[src/hw/mc_consts.svh]
// sizes for the whole node; MC_SETS, MC_BLOCK_WORDS and MC_FIFO_DEPTH must be powers of two
`ifndef MC_CONSTS_SVH
`define MC_CONSTS_SVH

// packet field widths
`define MC_DATA_W 32
// word address, not byte address
`define MC_ADDR_W 12
`define MC_ID_W 6

// link buffer entries, equal to the credits held by the endpoint
`define MC_FIFO_DEPTH 4

// direct mapped, so one line per set
`define MC_SETS 8
`define MC_BLOCK_WORDS 4

// backing store covers the full word address space
`define MC_DRAM_WORDS 4096
// cycles from read strobe to block valid
`define MC_DRAM_LAT 5

`endif

[src/hw/mc_pkg.sv]
// opcode and vcache FSM encodings; the state encoding is fixed at 2 bits
package mc_pkg;

  // one bit on the link
  typedef enum logic {
    MC_OP_LOAD  = 1'b0,
    MC_OP_STORE = 1'b1
  } mc_op_e;

  typedef enum logic [1:0] {
    MC_ST_IDLE    = 2'd0,
    MC_ST_LOOKUP  = 2'd1,
    MC_ST_FILL    = 2'd2,
    MC_ST_RESPOND = 2'd3
  } mc_cache_state_e;

endpackage

[src/hw/mc_link_fifo.sv]
// no overflow or underflow guard; the producer's credits keep pushes within MC_FIFO_DEPTH
`include "mc_consts.svh"

module mc_link_fifo
  import mc_pkg::*;
(
  input  logic                  clk,
  input  logic                  reset,
  input  logic                  push_i,
  input  mc_op_e                push_op_i,
  input  logic [`MC_ID_W-1:0]   push_id_i,
  input  logic [`MC_ADDR_W-1:0] push_addr_i,
  input  logic [`MC_DATA_W-1:0] push_data_i,
  input  logic                  pop_i,
  output logic                  empty_o,
  output mc_op_e                head_op_o,
  output logic [`MC_ID_W-1:0]   head_id_o,
  output logic [`MC_ADDR_W-1:0] head_addr_o,
  output logic [`MC_DATA_W-1:0] head_data_o,
  output logic                  credit_return_o
);

  localparam int PTR_W = $clog2(`MC_FIFO_DEPTH);
  localparam int CNT_W = $clog2(`MC_FIFO_DEPTH + 1);

  mc_op_e                op_mem   [`MC_FIFO_DEPTH];
  logic [`MC_ID_W-1:0]   id_mem   [`MC_FIFO_DEPTH];
  logic [`MC_ADDR_W-1:0] addr_mem [`MC_FIFO_DEPTH];
  logic [`MC_DATA_W-1:0] data_mem [`MC_FIFO_DEPTH];

  logic [PTR_W-1:0] wr_ptr_r;
  logic [PTR_W-1:0] rd_ptr_r;
  logic [CNT_W-1:0] count_r;

  function automatic logic [PTR_W-1:0] next_ptr(input logic [PTR_W-1:0] ptr);
    if (ptr == PTR_W'(`MC_FIFO_DEPTH - 1)) begin
      return '0;
    end
    return ptr + 1'b1;
  endfunction

  always_ff @(posedge clk) begin
    if (!reset) begin
      wr_ptr_r <= '0;
      rd_ptr_r <= '0;
      count_r  <= '0;
    end else begin
      if (push_i) begin
        wr_ptr_r <= next_ptr(wr_ptr_r);
      end
      if (pop_i) begin
        rd_ptr_r <= next_ptr(rd_ptr_r);
      end
      if (push_i && !pop_i) begin
        count_r <= count_r + 1'b1;
      end else if (!push_i && pop_i) begin
        count_r <= count_r - 1'b1;
      end
    end
  end

  always_ff @(posedge clk) begin
    if (push_i) begin
      op_mem[wr_ptr_r]   <= push_op_i;
      id_mem[wr_ptr_r]   <= push_id_i;
      addr_mem[wr_ptr_r] <= push_addr_i;
      data_mem[wr_ptr_r] <= push_data_i;
    end
  end

  assign empty_o     = (count_r == '0);
  assign head_op_o   = op_mem[rd_ptr_r];
  assign head_id_o   = id_mem[rd_ptr_r];
  assign head_addr_o = addr_mem[rd_ptr_r];
  assign head_data_o = data_mem[rd_ptr_r];

  // slot freed at the pop edge
  assign credit_return_o = pop_i;

endmodule

[config.mk]
export PLATFORM = sky130hd
export DESIGN_NAME = mc_link_fifo
export DESIGN_NICKNAME = d
export VERILOG_FILES = /design/src/hw/mc_pkg.sv /design/src/hw/mc_link_fifo.sv
export VERILOG_INCLUDE_DIRS = /design/src /design/src/hw
export SDC_FILE = /design/constraint.sdc
export NUM_CORES = 1
export LEC_CHECK = 0
export BUFFER_PORTS_ARGS = -buffer_cell sky130_fd_sc_hd__clkbuf_2
export CORE_MARGIN = 1
export CORE_UTILIZATION = 40
export DETAILED_ROUTE_END_ITERATION = 10
export GPL_TIMING_DRIVEN = 0
export HOLD_SLACK_MARGIN = 0.02
export SLEW_MARGIN = 15
export SYNTH_ARGS = -nofsm -noshare
export SYNTH_HDL_FRONTEND = slang
export SYNTH_SLANG_ARGS = --single-unit
[constraint.sdc]
create_clock -name clk -period 3 [get_ports clk]
set_clock_uncertainty 0.05 [all_clocks]
set_input_delay 0.15 -clock clk [delete_from_list [all_inputs] [get_ports clk]]
set_output_delay 0.15 -clock clk [all_outputs]
set_load 0.03 [all_outputs]
# == After elaboration in Yosys (flattened, before gate mapping) ==
# Memories as Yosys holds them, arrays and structs flattened. A register that Yosys moved wholly into a read port is not among the register bits.
# Cells that the tools add are included.
# word_totals
register_bits,7
mem_bits_rw,204
inputBits,55
out_inout_bits,53
word_cells,41
memories,4
# classes
n_addsub,4
n_eq_ne,2
muxes,22
reduce_logical,6
# mem_list
name,depth,word_bits,read_ports,rd_ports_with_merged_regs,write_ports,line_no,source
data_mem,4,32,1,1,1,mc_link_fifo.sv:29,logic [`MC_DATA_W-1:0] data_mem [`MC_FIFO_DEPTH];
addr_mem,4,12,1,1,1,mc_link_fifo.sv:28,logic [`MC_ADDR_W-1:0] addr_mem [`MC_FIFO_DEPTH];
id_mem,4,6,1,1,1,mc_link_fifo.sv:27,logic [`MC_ID_W-1:0] id_mem [`MC_FIFO_DEPTH];
op_mem,4,1,1,1,1,mc_link_fifo.sv:26,mc_op_e op_mem [`MC_FIFO_DEPTH];
# op_table
operator,count
2-to-1 mux 2 bit,12
2-to-1 mux 1 bit,8
2-to-1 mux 3 bit,2
"adder 2 x 1 -> 2 bit, second input constant",2
"== test 2 bit, second input constant",2
"adder 3 x 1 -> 3 bit, second input constant",1
zero test 3 bit,1
"subtractor 3 x 1 -> 3 bit, second input constant",1
logical AND 1 bit,2
zero test 1 bit,2
nonzero test 2 bit,1

# == Longest topological paths before layout ==
# logic_depth
depth_word,7
depth_mapped,7
ltp_nobuf,7

# == Worst setup path after synthesis ==
# No wires, ideal clock.
# synth_timing
kind,reg-to-reg
from,register wr_ptr_r[0]
to,memory addr_mem[3][0] (netlist name) (enable)
setup_time_ns,0.414
t_arrival_ns,1.764
required_time_ns,2.536
path_slack_ns,0.772
stages_incl_launch_ff,3
n_path_buf,0
synth_period_minus_slack_ns,2.228
cell_sequence,dfxtp_1 > ha_1 > and2_1
# synth_lines
item,line_no,source
start: declaration,mc_link_fifo.sv:31,logic [PTR_W-1:0] wr_ptr_r;
start signal: assignment,mc_link_fifo.sv:49,wr_ptr_r <= next_ptr(wr_ptr_r);
end: declaration,mc_link_fifo.sv:28,
# Straight into the memory's write port.

==> impl_metrics.toml <==
[critical_path]
cp-end-kind = "primary output"
critical_path.top_delay_family = "buffers and inverters"
slowest_stage = "mux4_2"
crit_chain = "buf_1 > buf_2 > mux4_2 > clkbuf_2"
cp_data_arrival_time_ns = 2.03
cp_data_required_time_ns = 2.80
max_stage_delay_ns = 0.38
start_kind = "register"
crit_type = "reg2out"
path_buf_inv = 3
critical_path_peak_fanout = 10

[synth]
async_flop_share_pct = 0
ys_warn_count = 0
synthMuxAreaShare_pct = 15.1
synth-main-ff-cell = "edfxtp_1"
synth-xor-area-share_pct = 0.222
synthSimpleGateAreaFrac_pct = 1.05
synth-seq-area-share_pct = 80.1
syn_inst = 311
synth_edf_count = 204
synthAdderAreaFrac_pct = 1.21
synth_compound_area_share_pct = 0.254
synth_top_area_share_pct = 77.8
synth_top_family_by_area = "multiplexers"
synth_area_per_cell_um2 = 25.3
synth_cell_type_count = 23
synth_fp_nets = 373
ys_ff_latch = 213
synthTopCellsByArea = "edfxtp_1 78%, mux4_2 14%, dfxtp_1 2.3%"
syn_area_um2 = 7880
synth_top_area_cell = "edfxtp_1"

[cts]
htreeDepth = 1
clk_pin_slew_ns = 0.06
cts.sink_count = 213
clk_latency_ns = 0.49
cts_tree = "built"
numCtsBuffers = 22
clock-root-buffer = "clkbuf_16"
postCtsSetupBuffers = 0
cts_buffer_depth = 3

[grt]
gr-usage-all-layers_pct = 14.4
grt_pass1_wl_um = 21800
grt_max_degree = 34
antenna_found_initial = 1
grt_overflow = 0
first_global_vias = 4017

[floorplanning]
design.die.area_um2 = 20300
io_pins = 108
core-area_um2 = 19000
initial_utilization_pct = 41.4
die_h_um = 142
rows = 50
die_x_um = 142

[placement]
io_buffers = 107
dpl_cell_area_um2 = 8830
hpwl_um = 8320
dp_slack_ns = 1.22
place_congestion = 0.726

[timing]
hold_viol = 0
fin_setup_tns_ns = 0
fmax_mhz = 449
maxSlewViolCount = 0
fin_crit_sh_pct = 74.2
slew-limit-headroom_pct = 77.1
setup_viol = 0
post-route-min-period_ns = 2.23
fin_ws_ns = 0.775
rsz0062_at_grt = "no"
max_slew.worst_pin.slew_ns = 0.344

[drt]
wirelength_um = 13900
vias_per_cell = 4.87
drtAntennaViolNets = 0
vias = 3775
drt_iter0_drc = 143
wl_per_cell_um = 17.9
drt-pass1-iter-count = 4
drc = 0

[final_layout]
drive_above_1_share_pct = 40.7
fin_area_um2 = 10100
area_delta_synth_final_pct = 27.9
final_nets = 562
fin_util_pct = 53.0

[pwr]
p_leak_nw = 3.49
p_per_area_nw_per_um2 = 680
peakVddDrop_mv = 0.443
power_mw = 6.85

[status]
status = "finished clean"

[min_path]
hold_path.class = "in2reg"

[run]
drv_cap = 0
==> report_power, final <==
| group | total, mW | switching, mW | internal, mW | leakage (nW) |
|---|---|---|---|---|
| Combinational | 0.796 | 0.469 | 0.327 | 1.21 |
| Clock | 2.62 | 1.05 | 1.57 | 0.336 |
| Sequential | 3.44 | 0.0331 | 3.40 | 1.95 |
| Total | 6.85 | 1.55 | 5.30 | 3.49 |
==> synthesized netlist by cell type (2+ instances only) <==
cell type / instances
mux4_2: 50
buf_2: 5
ha_1: 6
nor2b_1: 5
dfxtp_1: 9
inv_1: 4
buf_12: 5
mux2i_1: 4
and2_1: 5
nor3_1: 2
edfxtp_1: 204
==> area by class of cell <==
type,count,area [µm²]
Fill cell,1553,8950
Sequential cell,213,6310
Multi-Input combinational cell,81,1420
Timing Repair Buffer,165,1160
Clock buffer,27,591
Tap cell,260,325
Buffer,13,148
Clock inverter,11,110
Inverter,4,15.0
Antenna cell,1,2.50
==> flip-flops by register name, summed over array words and instances, names as in the netlist, named ones only <==
signal    count
addr_mem     48
count_r       3
data_mem    128
id_mem       24
op_mem        4
rd_ptr_r      2
wr_ptr_r      2
==> metal layers <==
| metal | part of all wire, % | GRT usage, % | vias up |
|---|---|---|---|
| met2 | 50 | 24.2 | 95 |
| met3 | 5.0 | 3.47 | 18 |
| met5 | 0 | 0 | - |
| li1 | - | - | 1702 |
| met1 | 44 | 18.9 | 1960 |
| met4 | 1.6 | 3.62 | 0 |
==> metrics by stage <==
step,std cells,hold WS [ns]
global route,775,0.0480
CTS,774,0.0201
floorplan,311,0.199
finish,775,0.0438
detailed placement,682,0.319
global placement,678,0.312
==> worst paths after layout <==
check                                 start               to  slack [ns]  depth (start not counted)
worst min register to register   count_r[2]       count_r[2]        0.49                          2
worst max register to register  wr_ptr_r[0]  data_mem[3][27]        1.33                          3
worst max-delay path               register   head_addr_o[3]        0.77                          4
worst min-delay path                 push_i      wr_ptr_r[0]        0.04                          3
==> logic make-up after synthesis <==
logic type      count (synthesis)
mux                            55
buf+inv                        17
flops                         213
simple gates                   14
compound gates                  3
xor+xnor                        2
fa+ha+maj                       7
==> cell usage in the layout, fill, tap and decap left out <==
cell           instances
a21boi_0               1
and2_1                 1
and2_4                 4
buf_1                  1
buf_12                 9
buf_2                  5
buf_4                  1
buf_6                  1
bufinv_16              2
clkbuf_1               4
clkbuf_16             23
clkbuf_2             107
clkinv_1               2
clkinv_2               4
clkinvlp_4             3
dfxtp_1                9
diode_2                1
dlygate4sd3_1         54
edfxtp_1             204
fa_1                   1
ha_1                   6
inv_1                  4
mux2i_1                4
mux4_1                 1
mux4_2                50
nor2_1                 1
nor2b_1                5
nor3_1                 2
o21a_1                 1
o21ai_0                1
or3_1                  1
xnor2_1                1
xor2_1                 1
==> repair_timing <==
item	4_1_cts	5_1_grt
gates resized for setup	0	0
endpoints found under the hold margin	213	0
hold buffers	54	0
==> worst min-delay path, delay by kind of cell <==
kind	cells	cell delay, ns
buffers and inverters	1	0.19
muxes	1	0.10
and+or+nand+nor	1	0.10
(Power assumes the default switching activity.)
