==> src/hw/mc_consts.svh <==
// sizes for the whole node; MC_SETS, MC_BLOCK_WORDS and MC_FIFO_DEPTH must be powers of two
`ifndef MC_CONSTS_SVH
`define MC_CONSTS_SVH

// packet field widths
`define MC_DATA_W 32
// word address, not byte address
`define MC_ADDR_W 12
`define MC_ID_W 6

// link buffer entries, equal to the credits held by the endpoint
`define MC_FIFO_DEPTH 4

// direct mapped, so one line per set
`define MC_SETS 8
`define MC_BLOCK_WORDS 4

// backing store covers the full word address space
`define MC_DRAM_WORDS 4096
// cycles from read strobe to block valid
`define MC_DRAM_LAT 5

`endif

==> src/hw/mc_pkg.sv <==
// opcode and vcache FSM encodings; the state encoding is fixed at 2 bits
package mc_pkg;

  // one bit on the link
  typedef enum logic {
    MC_OP_LOAD  = 1'b0,
    MC_OP_STORE = 1'b1
  } mc_op_e;

  typedef enum logic [1:0] {
    MC_ST_IDLE    = 2'd0,
    MC_ST_LOOKUP  = 2'd1,
    MC_ST_FILL    = 2'd2,
    MC_ST_RESPOND = 2'd3
  } mc_cache_state_e;

endpackage

==> src/hw/mc_remote_endpoint.sv <==
// host must not strobe while req_full_o is high, such a strobe is dropped; load ids wrap
`include "mc_consts.svh"

module mc_remote_endpoint
  import mc_pkg::*;
(
  input  logic                  clk,
  input  logic                  reset,
  input  logic                  req_v_i,
  input  mc_op_e                req_op_i,
  input  logic [`MC_ADDR_W-1:0] req_addr_i,
  input  logic [`MC_DATA_W-1:0] req_data_i,
  input  logic                  credit_return_i,
  output logic                  req_full_o,
  output logic                  push_o,
  output mc_op_e                push_op_o,
  output logic [`MC_ID_W-1:0]   push_id_o,
  output logic [`MC_ADDR_W-1:0] push_addr_o,
  output logic [`MC_DATA_W-1:0] push_data_o
);

  localparam int CRED_W = $clog2(`MC_FIFO_DEPTH + 1);

  logic [CRED_W-1:0]   credit_r;
  logic [`MC_ID_W-1:0] id_r;
  logic                accept;

  assign accept     = req_v_i && !req_full_o;
  assign req_full_o = (credit_r == '0);

  // a credit is spent at accept, it covers the push in flight
  always_ff @(posedge clk) begin
    if (!reset) begin
      credit_r <= CRED_W'(`MC_FIFO_DEPTH);
    end else if (accept && !credit_return_i) begin
      credit_r <= credit_r - 1'b1;
    end else if (!accept && credit_return_i) begin
      credit_r <= credit_r + 1'b1;
    end
  end

  always_ff @(posedge clk) begin
    if (!reset) begin
      push_o <= 1'b0;
      id_r   <= '0;
    end else begin
      push_o <= accept;
      if (accept) begin
        id_r <= id_r + 1'b1;
      end
    end
  end

  // packet payload
  always_ff @(posedge clk) begin
    if (accept) begin
      push_op_o   <= req_op_i;
      push_id_o   <= id_r;
      push_addr_o <= req_addr_i;
      push_data_o <= req_data_i;
    end
  end

endmodule

==> config.mk <==
export PLATFORM = sky130hd
export DESIGN_NAME = mc_remote_endpoint
export DESIGN_NICKNAME = d
export VERILOG_FILES = /design/src/hw/mc_pkg.sv /design/src/hw/mc_remote_endpoint.sv
export VERILOG_INCLUDE_DIRS = /design/src /design/src/hw
export SDC_FILE = /design/constraint.sdc
export NUM_CORES = 1
export LEC_CHECK = 0
export BUFFER_PORTS_ARGS = -buffer_cell sky130_fd_sc_hd__buf_2
export CAP_MARGIN = 20
export CORE_UTILIZATION = 40
export CTS_CLUSTER_DIAMETER = 40
export DETAILED_ROUTE_END_ITERATION = 16
export HOLD_SLACK_MARGIN = 0.03
export PLACE_DENSITY_LB_ADDON = 0.1
export SLEW_MARGIN = 15
export SYNTH_ARGS = -nofsm -noshare
export SYNTH_HDL_FRONTEND = slang
export SYNTH_SLANG_ARGS = --single-unit
==> constraint.sdc <==
create_clock -name clk -period 2 [get_ports clk]
set_input_delay 0 -clock clk [delete_from_list [all_inputs] [get_ports clk]]
set_output_delay 0 -clock clk [all_outputs]
set_load 0.05 [all_outputs]
* Yosys cells after proc, flatten, opt, wreduce, memory -nomap -nowiden
Cells that the tools add are included.
Storage, ports and cells: register bits after elaboration 61, output and inout bits 53
Operators by class: mux-type cells 2, reductions and logical operators 8, add/sub/neg operators 3
Operators with widths (count):
- $add 6x1->6 const B | 1
- $mux 3 | 2
- $add 3x1->3 const B | 1
- $logic_and 1x1->1 | 3
- $logic_not 1->1 | 3
- $logic_not 3->1 | 1
- $sub 3x1->3 const B | 1
- $reduce_bool 2->1 | 1

* Longest topological paths before layout
Gate-level depths: netlist (run 1).
word-level depth 7, gate-level depth with buffers 8, depth with buffers taken out 7

* Worst setup path after synthesis (run 1)
No wires, ideal clock.
path kind register -> register, start register credit_r[0], end register credit_r[2], path buffers 1, path slack -99 ps, stages on the path, launching flop included 9, arrival 2037 ps, cells stage by stage dfxtp_1 -> o31a_1 -> buf_6 -> ha_1 -> inv_1 -> fa_1 -> xor2_1 -> or3_1 -> nand3_1
On the way: cells in the longest elaborated chain, start to end 6, elaborated cells between the ends (all ways) 11
RTL lines:
- start: declaration | line mc_remote_endpoint.sv:24 | logic [CRED_W-1:0] credit_r;
- start signal: assignment | line mc_remote_endpoint.sv:34 | credit_r <= CRED_W'(`MC_FIFO_DEPTH);
- start signal: assignment | line mc_remote_endpoint.sv:36 | credit_r <= credit_r - 1'b1;
- start signal: assignment | line mc_remote_endpoint.sv:38 | credit_r <= credit_r + 1'b1;
- $logic_not 3->1 (*) | line mc_remote_endpoint.sv:29 | assign req_full_o = (credit_r == '0);
- $logic_not 1->1 (*) | line mc_remote_endpoint.sv:28 | assign accept = req_v_i && !req_full_o;
- $logic_and 1x1->1 (*) | line mc_remote_endpoint.sv:28
- via accept | line mc_remote_endpoint.sv:26 | logic accept;
- $logic_not 1->1 | line mc_remote_endpoint.sv:37 | end else if (!accept && credit_return_i) begin
- $logic_and 1x1->1 | line mc_remote_endpoint.sv:37
- $reduce_bool 2->1 (no source line)
The timed path passes the listed nets; every way through them passes the cells marked *. The select of a mux whose other input is x is not followed. A chain may end at the register's enable or synchronous reset.

* Final worst setup path (run 1)
start register credit_r[0], end register credit_r[2]
On the way: cells in the longest elaborated chain, start to end 6, elaborated cells between the ends (all ways) 11
RTL lines:
- parallel branches: the longest is 6 deep, another holds $add 3x1->3
Several ways; the timed one is not identified. The select of a mux whose other input is x is not followed.

==> results of run 1 <==
cells by family (layout without fill, tap and decap cells):
kind of cell	count (synthesis)	after routing	share of synthesized area
xor+xnor	3	3	0.0130
simple gates	24	24	0.0642
compound gates	4	4	0.0117
flops	61	61	0.854
mux	4	4	0.0198
buf+inv	6	167	0.0148
fa+ha+maj	3	3	0.0222
through the flow:
step                 util  cells  setup slack, ns  hold WS (ns)  area (sq um)
finish              0.676    333            0.233        0.0894          3240
global route        0.676    333            0.141        0.0807          3240
CTS                 0.676    333            0.220        0.0738          3240
detailed placement  0.549    272            0.232         0.178          2630
global placement    0.549    272            0.328         0.176          2630
floorplan               -    105           0.0335        0.0989          2050
sequential cells by signal (all words and copies together) (netlist names):
signal,cells
push_data_o,32
push_addr_o,12
id_r,6
push_id_o,6
credit_r,3
push_o,1
push_op_o,1
per-layer routing:
| layer | wire [um] | up-vias |
|---|---|---|
| met5 | 0 | - |
| met2 | 2330 | 55 |
| met4 | 91 | 0 |
| met3 | 219 | 10 |
| li1 | - | 701 |
| met1 | 1680 | 667 |
worst max-delay path, stage by stage (launching register included):
cell and delay, ns:
dfxtp_1 0.40, o31a_2 0.21, ha_4 0.14, inv_1 0.05
fa_1 0.37, xor2_1 0.16, or3_1 0.31, nand3_1 0.09
power groups by stage:
stage	combinational [uW]	sequential, uW	clock (uW)
6_report	693	1570	829
5_1_grt	733	1580	907
4_1_cts	696	1570	853
3_5_place_dp	624	1590	0
3_3_place_gp	612	1580	0
2_1_floorplan	132	1930	0
area by class of cell:
class                           instances  area, sq um  share of cell area
Inverter                                4         15.0             0.00464
Timing Repair Buffer                  148          973               0.301
Sequential cell                        61         1730               0.535
Tap cell                               67         83.8              0.0259
Clock inverter                          4         16.3             0.00503
Multi-Input combinational cell         38          284              0.0878
Clock buffer                           11          131              0.0406
worst max-delay path by stage:
stage | endpoint | cells past startpoint | slack, ns | startpoint
after floorplan | credit_r[2] | 8 | 0.03 | credit_r[0]
after global placement | credit_r[2] | 7 | 0.33 | credit_r[0]
after detailed placement | credit_r[2] | 7 | 0.23 | credit_r[0]
after CTS | credit_r[2] | 7 | 0.22 | credit_r[0]
after global routing | credit_r[1] | 6 | 0.14 | credit_r[0]
final | credit_r[2] | 7 | 0.23 | credit_r[0]
cells in the final DEF, fill, tap and decap left out, types with 2 or more instances in the layout:
| cell | instances |
|---|---|
| dfxtp_1 | 10 |
| mux2i_1 | 4 |
| nand2b_1 | 4 |
| clkbuf_1 | 2 |
| nand2_1 | 8 |
| dlygate4sd3_1 | 46 |
| xor2_1 | 2 |
| o21ai_0 | 2 |
| clkinv_1 | 3 |
| edfxtp_1 | 51 |
| clkbuf_8 | 9 |
| and2_1 | 3 |
| buf_2 | 101 |
| inv_1 | 4 |
==> qor.txt, run 1 <==
Sw Share -> 0.304
Clk pwr share -> 0.269
# diodes -> 0
Net Count, Synth -> 157
CTS tree -> done
Relative slew margins -> 0.536
Final Net Count -> 314
Post-synth EDFFs -> 51
Avg WL per Cell -> 13.0 um
Hold EP -> id_r[3]
Largest net degree at the start of global routing -> 58
Synth top cells by count -> 51 x edfxtp_1, 10 x dfxtp_1, 8 x nand2_1
Syn Area/Cell -> 19.3 sq um
Final hold violations -> 0
Seq pwr share -> 0.507
Via count -> 1433
Area share of the largest cell type after synthesis -> 0.756
CP Max Fanout -> 4
Nature of the critical path startpoint -> register
Clock slew at reported path FFs -> 0.06 ns
CTS max path bufs -> 2
GRT met1 Usage -> 0.169
R2R setup slack -> 0.23 ns
Synth area leader -> edfxtp_1
Initial antenna violation count -> 0
Core ar. -> 0.00479 sq mm
# fillers -> 358
Worst EP arrival -> 2.03 ns
Hold Path Depth -> 4
Die width -> 73.2 um
Logic pwr share -> 0.224
GRT overflow -> 0
GRT busiest layer -> met2
Initial Util -> 0.424
GR Util met3 -> 0.0428
Met2 global-route usage -> 0.290
Post-synthesis cell type count -> 24
Status -> complete, no violations
Number of global-route vias before repair -> 1370
Max Cap Viol -> 0
Final period utilization -> 0.883
Leakage -> 0.00137 uW
Top_reg_cell synth -> edfxtp_1
Drt first pass iters -> 4
H-tree levels -> 3
Fraction of layout cells with a size suffix above 1 -> 0.436
Final GP Congestion -> 0.659
Chip Height -> 73.2 um
Fmax -> 0.566 GHz
Mapped Area -> 0.00203 sq mm
1st-iter DRT viols -> 72
P per Cell Area -> 954 mW/mm^2
GR Util All Layers -> 0.164
Tot Pwr -> 3090 uW
Setup TNS -> 0 ns
Setup violations, final -> 0
Post_cts resized -> 0
Cell with the most instances after synthesis -> edfxtp_1
Syn Inst Count -> 105
IO buf count -> 101
I/O pin count -> 102
Layout Area Growth over Synthesis -> 59.6%
DIE AREA -> 0.00536 sq mm
Remaining DRCs -> 0
P_sw -> 937 uW
Share of synthesized registers carrying an async set or reset -> 0
Fin crit period -> 1.77 ns
Vias per Instance -> 4.30
CTS Root Cell -> clkbuf_8
Worst skew pair latency -> 0.32 ns
R2R cell count -> 7
Top post-synthesis cells by area -> edfxtp_1 76%, dfxtp_1 9.9%, mux2i_1 2.0%
Worst vdd ir -> 0.559 mV
Min-delay src -> req_v_i
Sequential-to-total area share from yosys stat -> 0.854
Worst R2R Start -> credit_r[0]
HP Class -> in2reg
First-pass GRT wire length -> 6130 um
Synth Register Bits -> 61
Count of clock tree sinks -> 61
Critical path capture point type -> register
Crit path required time -> 2.26 ns
Final slew viol count -> 0
Hold buffer count at CTS -> 46
Syn. warnings -> 0
Worst reg2reg endpoint -> credit_r[2]
Setup Skew -> 0.00614 ns
RSZ-0062 raised after global routing -> no
# rows -> 25
Post-route ant nets -> 0
CP Class -> reg2reg
Worst-Margin Slew -> 0.696 ns
Postcts setup bufs -> 0
Internal power -> 2150 uW
Final HPWL DP -> 2640 um
Final wirelength -> 4320 um
CTS buffer count -> 9
Power figures use the tool's default switching activity.
==> inputs of run 2 (changes only) <==
--- a/config.mk
+++ b/config.mk
@@ -8,7 +8,7 @@
 export LEC_CHECK = 0
 export BUFFER_PORTS_ARGS = -buffer_cell sky130_fd_sc_hd__buf_2
 export CAP_MARGIN = 20
-export CORE_UTILIZATION = 40
+export CORE_UTILIZATION = 48
 export CTS_CLUSTER_DIAMETER = 40
 export DETAILED_ROUTE_END_ITERATION = 16
 export HOLD_SLACK_MARGIN = 0.03
==> constraint.sdc (replaced) <==
create_clock -name clk -period 2.1 [get_ports clk]
set_input_delay 0 -clock clk [delete_from_list [all_inputs] [get_ports clk]]
set_output_delay 0 -clock clk [all_outputs]
set_load 0.05 [all_outputs]
==> run 2 against run 1 <==
- setup slack improved by 0.022 ns
- design area shrank 0.12%
- fmax is 4.2% lower
- core utilization increased by 13 points
- non-clock buffer count unchanged
- largest cell class unchanged
- register-to-register slack better by 0.02 ns
- cell count shrank 4.8%
- clock power up 18%
- wire length rose by 12%
- first-iteration DRC count is 65% higher
==> qor.txt, run 2 (synthesis results as in run 1) <==
Crit path required time -> 2.36 ns (+0.10 ns)
Vias per Instance -> 4.62 (+7.2%)
Most frequent cells in the layout -> 101 x buf_2, 51 x edfxtp_1, 46 x dlygate4sd3_1
Setup TNS -> 0 ns (unchanged)
Worst skew pair latency -> 0.33 ns (about the same)
Core ar. -> 0.00403 sq mm (-16%)
RSZ-0062 raised after global routing -> no
Layout Area Growth over Synthesis -> 59.4%
Post_cts resized -> 0 (unchanged)
# diodes -> 0 (unchanged)
CTS Root Cell -> clkbuf_8
Worst vdd ir -> 0.665 mV (+19%)
Count of clock tree sinks -> 61 (unchanged)
Status -> complete, no violations
GRT overflow -> 0 (unchanged)
Number of global-route vias before repair -> 1439 (+5.0%)
Worst-Margin Slew -> 0.683 ns (-0.0137 ns)
Die width -> 67.0 um (-8.5%)
Initial antenna violation count -> 0 (unchanged)
Final slew viol count -> 0 (unchanged)
DIE AREA -> 0.00449 sq mm (-16%)
Relative slew margins -> 0.545 (+0.00913)
Worst EP arrival -> 2.11 ns (+0.08 ns)
Remaining DRCs -> 0 (unchanged)
Fraction of layout cells with a size suffix above 1 -> 0.438 (+0.00211)
I/O pin count -> 102 (unchanged)
Max Cap Viol -> 0 (unchanged)
CTS buffer count -> 9 (unchanged)
CP Max Fanout -> 4 (unchanged)
Final wirelength -> 4860 um (+12%)
Largest registers -> push_data_o (32), push_addr_o (12)
Final GP Congestion -> 0.730 (+11%)
Top reg by flops -> push_data_o
Setup violations, final -> 0 (unchanged)
Chip Height -> 67.0 um (-8.5%)
HP Class -> in2reg
Fmax -> 0.542 GHz (-4.2%)
Drt first pass iters -> 4 (unchanged)
Setup Skew -> 0.0106 ns (+0.00443 ns)
CP Class -> reg2reg
Hold Slack -> 0.0767 ns (-0.0127 ns)
First-pass GRT wire length -> 7040 um (+15%)
Nature of the critical path startpoint -> register
Fin crit period -> 1.85 ns (+0.0782 ns)
P per Cell Area -> 968 mW/mm^2 (+1.4%)
1st-iter DRT viols -> 119 (+65%)
Final Net Count -> 314 (unchanged)
# rows -> 23 (-8.0%)
IO buf count -> 101 (unchanged)
GR Util All Layers -> 0.235 (+0.0712)
CTS max path bufs -> 2 (unchanged)
Most common cell after layout, fill and taps aside -> buf_2
Leakage -> 0.00138 uW (+1.1%)
CTS tree -> done
Clock slew at reported path FFs -> 0.06 ns (about the same)
Initial Util -> 0.503 (+0.0796)
H-tree levels -> 3 (unchanged)
Final period utilization -> 0.879 (-0.00481)
Number of flip-flops under the largest register name -> 32 (unchanged)
Largest net degree at the start of global routing -> 58 (unchanged)
Final HPWL DP -> 2770 um (+4.7%)
Post-route ant nets -> 0 (unchanged)
Postcts setup bufs -> 0 (unchanged)
Critical path capture point type -> register
Final hold violations -> 0 (unchanged)
Hold buffer count at CTS -> 46 (unchanged)
Via count -> 1463 (+2.1%)
Avg WL per Cell -> 15.3 um (+18%)
[run 2: area by class of cell]
type | count | area (sq um)
Fill cell | 234 | 797
Inverter | 4 | 15.0
Multi-Input combinational cell | 38 | 267
Clock buffer | 11 | 131
Timing Repair Buffer | 148 | 973
Clock inverter | 5 | 51.3
Tap cell | 50 | 62.6
Sequential cell | 61 | 1730
[run 2: final timing paths]
kind	start	endpoint	slack (ns)	cells past startpoint
min reg2reg	id_r[5]	push_id_o[5]	0.47	0
max reg2reg	credit_r[0]	credit_r[2]	0.25	7
max	credit_r[0]	credit_r[2]	0.25	7
min	req_v_i	id_r[3]	0.08	4
[run 2: where the power goes]
part	internal, uW	switching, uW	total (uW)
registers	1450	41.9	1490
clock network	541	436	977
logic	188	473	661
[run 2: through the flow]
| stage | power, uW | worst slack, ns | util | area, sq um | instances |
|---|---|---|---|---|---|
| finish | 3130 | 0.255 | 0.802 | 3230 | 317 |
| global route | 3250 | 0.121 | 0.802 | 3230 | 317 |
| CTS | 3110 | 0.237 | 0.802 | 3230 | 317 |
| detailed placement | 2100 | 0.254 | 0.643 | 2590 | 255 |
| global placement | 2080 | 0.420 | 0.643 | 2590 | 255 |
| floorplan | 1950 | 0.00101 | - | 2030 | 105 |
[run 2: routing by layer]
layer  vias up  GRT usage  routed length, um  share of wire
met5         -          0                  0              0
met4         0      0.106                104          0.021
met3         9     0.0805                333          0.069
met2        57      0.417               2640           0.54
met1       693      0.249               1790           0.37
li1        704          -                  -              -
[run 2: critical path: stages, from the launching register on]
cell,delay [ns]
dfxtp_1,0.39
o31a_2,0.18
ha_1,0.19
inv_1,0.07
fa_1,0.37
xor2_1,0.16
or3_1,0.33
nand3_1,0.09
==> inputs of run 3 (changes only) <==
--- a/config.mk
+++ b/config.mk
@@ -8,7 +8,7 @@
 export LEC_CHECK = 0
 export BUFFER_PORTS_ARGS = -buffer_cell sky130_fd_sc_hd__buf_2
 export CAP_MARGIN = 20
-export CORE_UTILIZATION = 48
+export CORE_UTILIZATION = 40
 export CTS_CLUSTER_DIAMETER = 40
 export DETAILED_ROUTE_END_ITERATION = 16
 export HOLD_SLACK_MARGIN = 0.03
==> run 3 against run 2 <==
- first-iteration DRC count down 50%
- non-clock buffer count unchanged
- via count up 0.27%
- clock-buffer cell count unchanged
- setup slack worse by 0.044 ns
- register-to-register slack worse by 0.04 ns
- clock power up 23%
- sequential cell count unchanged
- hold slack better by 0.0025 ns
- core utilization down 11 points
- total power up 7.0%
- critical path type unchanged
==> qor.txt, run 3 (synthesis results as in run 1) <==
Fraction of layout cells with a size suffix above 1 -> 0.438 (unchanged)
Worst Setup SP -> credit_r[0]
Final HPWL DP -> 2650 um (-4.4%)
Avg WL per Cell -> 13.2 um (-14%)
# diodes -> 0 (unchanged)
P per Cell Area -> 1010 mW/mm^2 (+4.8%)
CP Max Fanout -> 4 (unchanged)
Number of flip-flops under the largest register name -> 32 (unchanged)
Worst-Margin Slew -> 0.696 ns (+0.0138 ns)
Leakage -> 0.00141 uW (+1.8%)
DIE AREA -> 0.00536 sq mm (+19%)
FF+latch area -> 0.00173 sq mm (unchanged)
Clock slew at reported path FFs -> 0.06 ns (about the same)
Top reg by flops -> push_data_o
Initial Util -> 0.424 (-0.0796)
Post_cts resized -> 0 (unchanged)
Drt first pass iters -> 4 (unchanged)
Final period utilization -> 0.900 (+0.0209)
Fin crit period -> 1.89 ns (+0.0439 ns)
Critical path capture point type -> register
Min-delay src -> req_v_i
Max Cap Viol -> 0 (unchanged)
Tot Pwr -> 3350 uW (+7.0%)
GRT overflow -> 0 (unchanged)
# fillers -> 345 (+47%)
Post-route ant nets -> 0 (unchanged)
CP Class -> reg2reg
H-tree levels -> 3 (unchanged)
Worst EP arrival -> 2.15 ns (+0.04 ns)
Remaining DRCs -> 0 (unchanged)
Final hold violations -> 0 (unchanged)
Final Net Count -> 314 (unchanged)
Fmax -> 0.529 GHz (-2.3%)
Number of global-route vias before repair -> 1455 (+1.1%)
GR Util All Layers -> 0.173 (-0.0624)
Final GP Congestion -> 0.644 (-12%)
Final core occ -> 0.690 (-0.113)
Via count -> 1467 (+0.27%)
First-pass GRT wire length -> 6540 um (-7.1%)
Final slew viol count -> 0 (unchanged)
IO buf count -> 101 (unchanged)
Most common cell after layout, fill and taps aside -> buf_2
CTS buffer count -> 9 (unchanged)
Status -> complete, no violations
Setup TNS -> 0 ns (unchanged)
Layout Area Growth over Synthesis -> 62.8%
Count of clock tree sinks -> 61 (unchanged)
Most frequent cells in the layout -> 101 x buf_2, 51 x edfxtp_1, 46 x dlygate4sd3_1
Largest net degree at the start of global routing -> 58 (unchanged)
Final wirelength -> 4420 um (-9.1%)
Core ar. -> 0.00479 sq mm (+19%)
Chip Height -> 73.2 um (+9.3%)
CTS max path bufs -> 2 (unchanged)
Initial antenna violation count -> 0 (unchanged)
Vias per Instance -> 4.39 (-4.8%)
Nature of the critical path startpoint -> register
Setup Skew -> 0.00785 ns (-0.00273 ns)
1st-iter DRT viols -> 60 (-50%)
Crit path required time -> 2.36 ns (about the same)
# rows -> 25 (+8.7%)
Area of the multi-input gates -> 267 sq um (unchanged)
I/O pin count -> 102 (unchanged)
Largest registers -> push_data_o (32), push_addr_o (12)
HP Class -> in2reg
Relative slew margins -> 0.536 (-0.00923)
Worst R2R Start -> credit_r[0]
Setup violations, final -> 0 (unchanged)
CTS tree -> done
RSZ-0062 raised after global routing -> no
Die width -> 73.2 um (+9.3%)
Worst vdd ir -> 0.791 mV (+19%)
Worst skew pair latency -> 0.33 ns (about the same)
CTS Root Cell -> clkbuf_8
-- run 3: changes by cell type in the layout (fill, tap and decap cells not counted) --
cell / before / now
clkinv_2: 2 / 1
clkinvlp_4: 1 / 0
bufinv_16: 1 / 3
-- run 3: where the power goes --
group	total [uW]	switching [uW]	internal [uW]
clock	1200	417	783
sequential	1490	42.5	1450
combinational	656	468	189
-- run 3: layer usage --
| metal | global-route usage | vias up | wire, um |
|---|---|---|---|
| met2 | 0.295 | 68 | 2270 |
| met4 | 0.120 | 0 | 142 |
| li1 | - | 700 | - |
| met3 | 0.0566 | 13 | 301 |
| met1 | 0.179 | 686 | 1700 |
| met5 | 0 | - | 0 |
-- run 3: what timing repair did --
item,CTS,global route
hold buffers,46,0
endpoints found under the hold margin,46,0
buffers inserted,0,0
setup endpoints to repair,0,0
-- run 3: area by class of cell --
| type | count | area share |
|---|---|---|
| multi-input combinational | 38 | 0.0807 |
| tap | 67 | 0.0254 |
| sequential | 61 | 0.525 |
| inverter | 4 | 0.00455 |
| timing repair buffer | 148 | 0.295 |
| clock inverter | 5 | 0.0299 |
| clock buffer | 11 | 0.0398 |
-- run 3: final timing paths --
path | endpoint | slack, ns | depth (start not counted)
max | credit_r[2] | 0.21 | 7
min | id_r[5] | 0.08 | 4
max reg2reg | credit_r[2] | 0.21 | 7
min reg2reg | push_id_o[5] | 0.47 | 0
-- run 3: worst max-delay path: stages, from the launching register on --
cell	delay, ns
dfxtp_1	0.39
o31a_2	0.17
ha_1	0.19
inv_1	0.08
fa_1	0.37
xor2_1	0.16
or3_1	0.34
nand3_1	0.11
-- run 3: metrics by stage --
stage	hold WS [ns]	setup slack (ns)	instances	instance area, sq um
after floorplan	0.0989	0.00101	105	2030
after global placement	0.176	0.423	272	2610
after detailed placement	0.178	0.226	272	2610
after CTS	0.0698	0.206	334	3300
after global routing	0.0851	0.153	334	3300
final	0.0792	0.211	334	3300
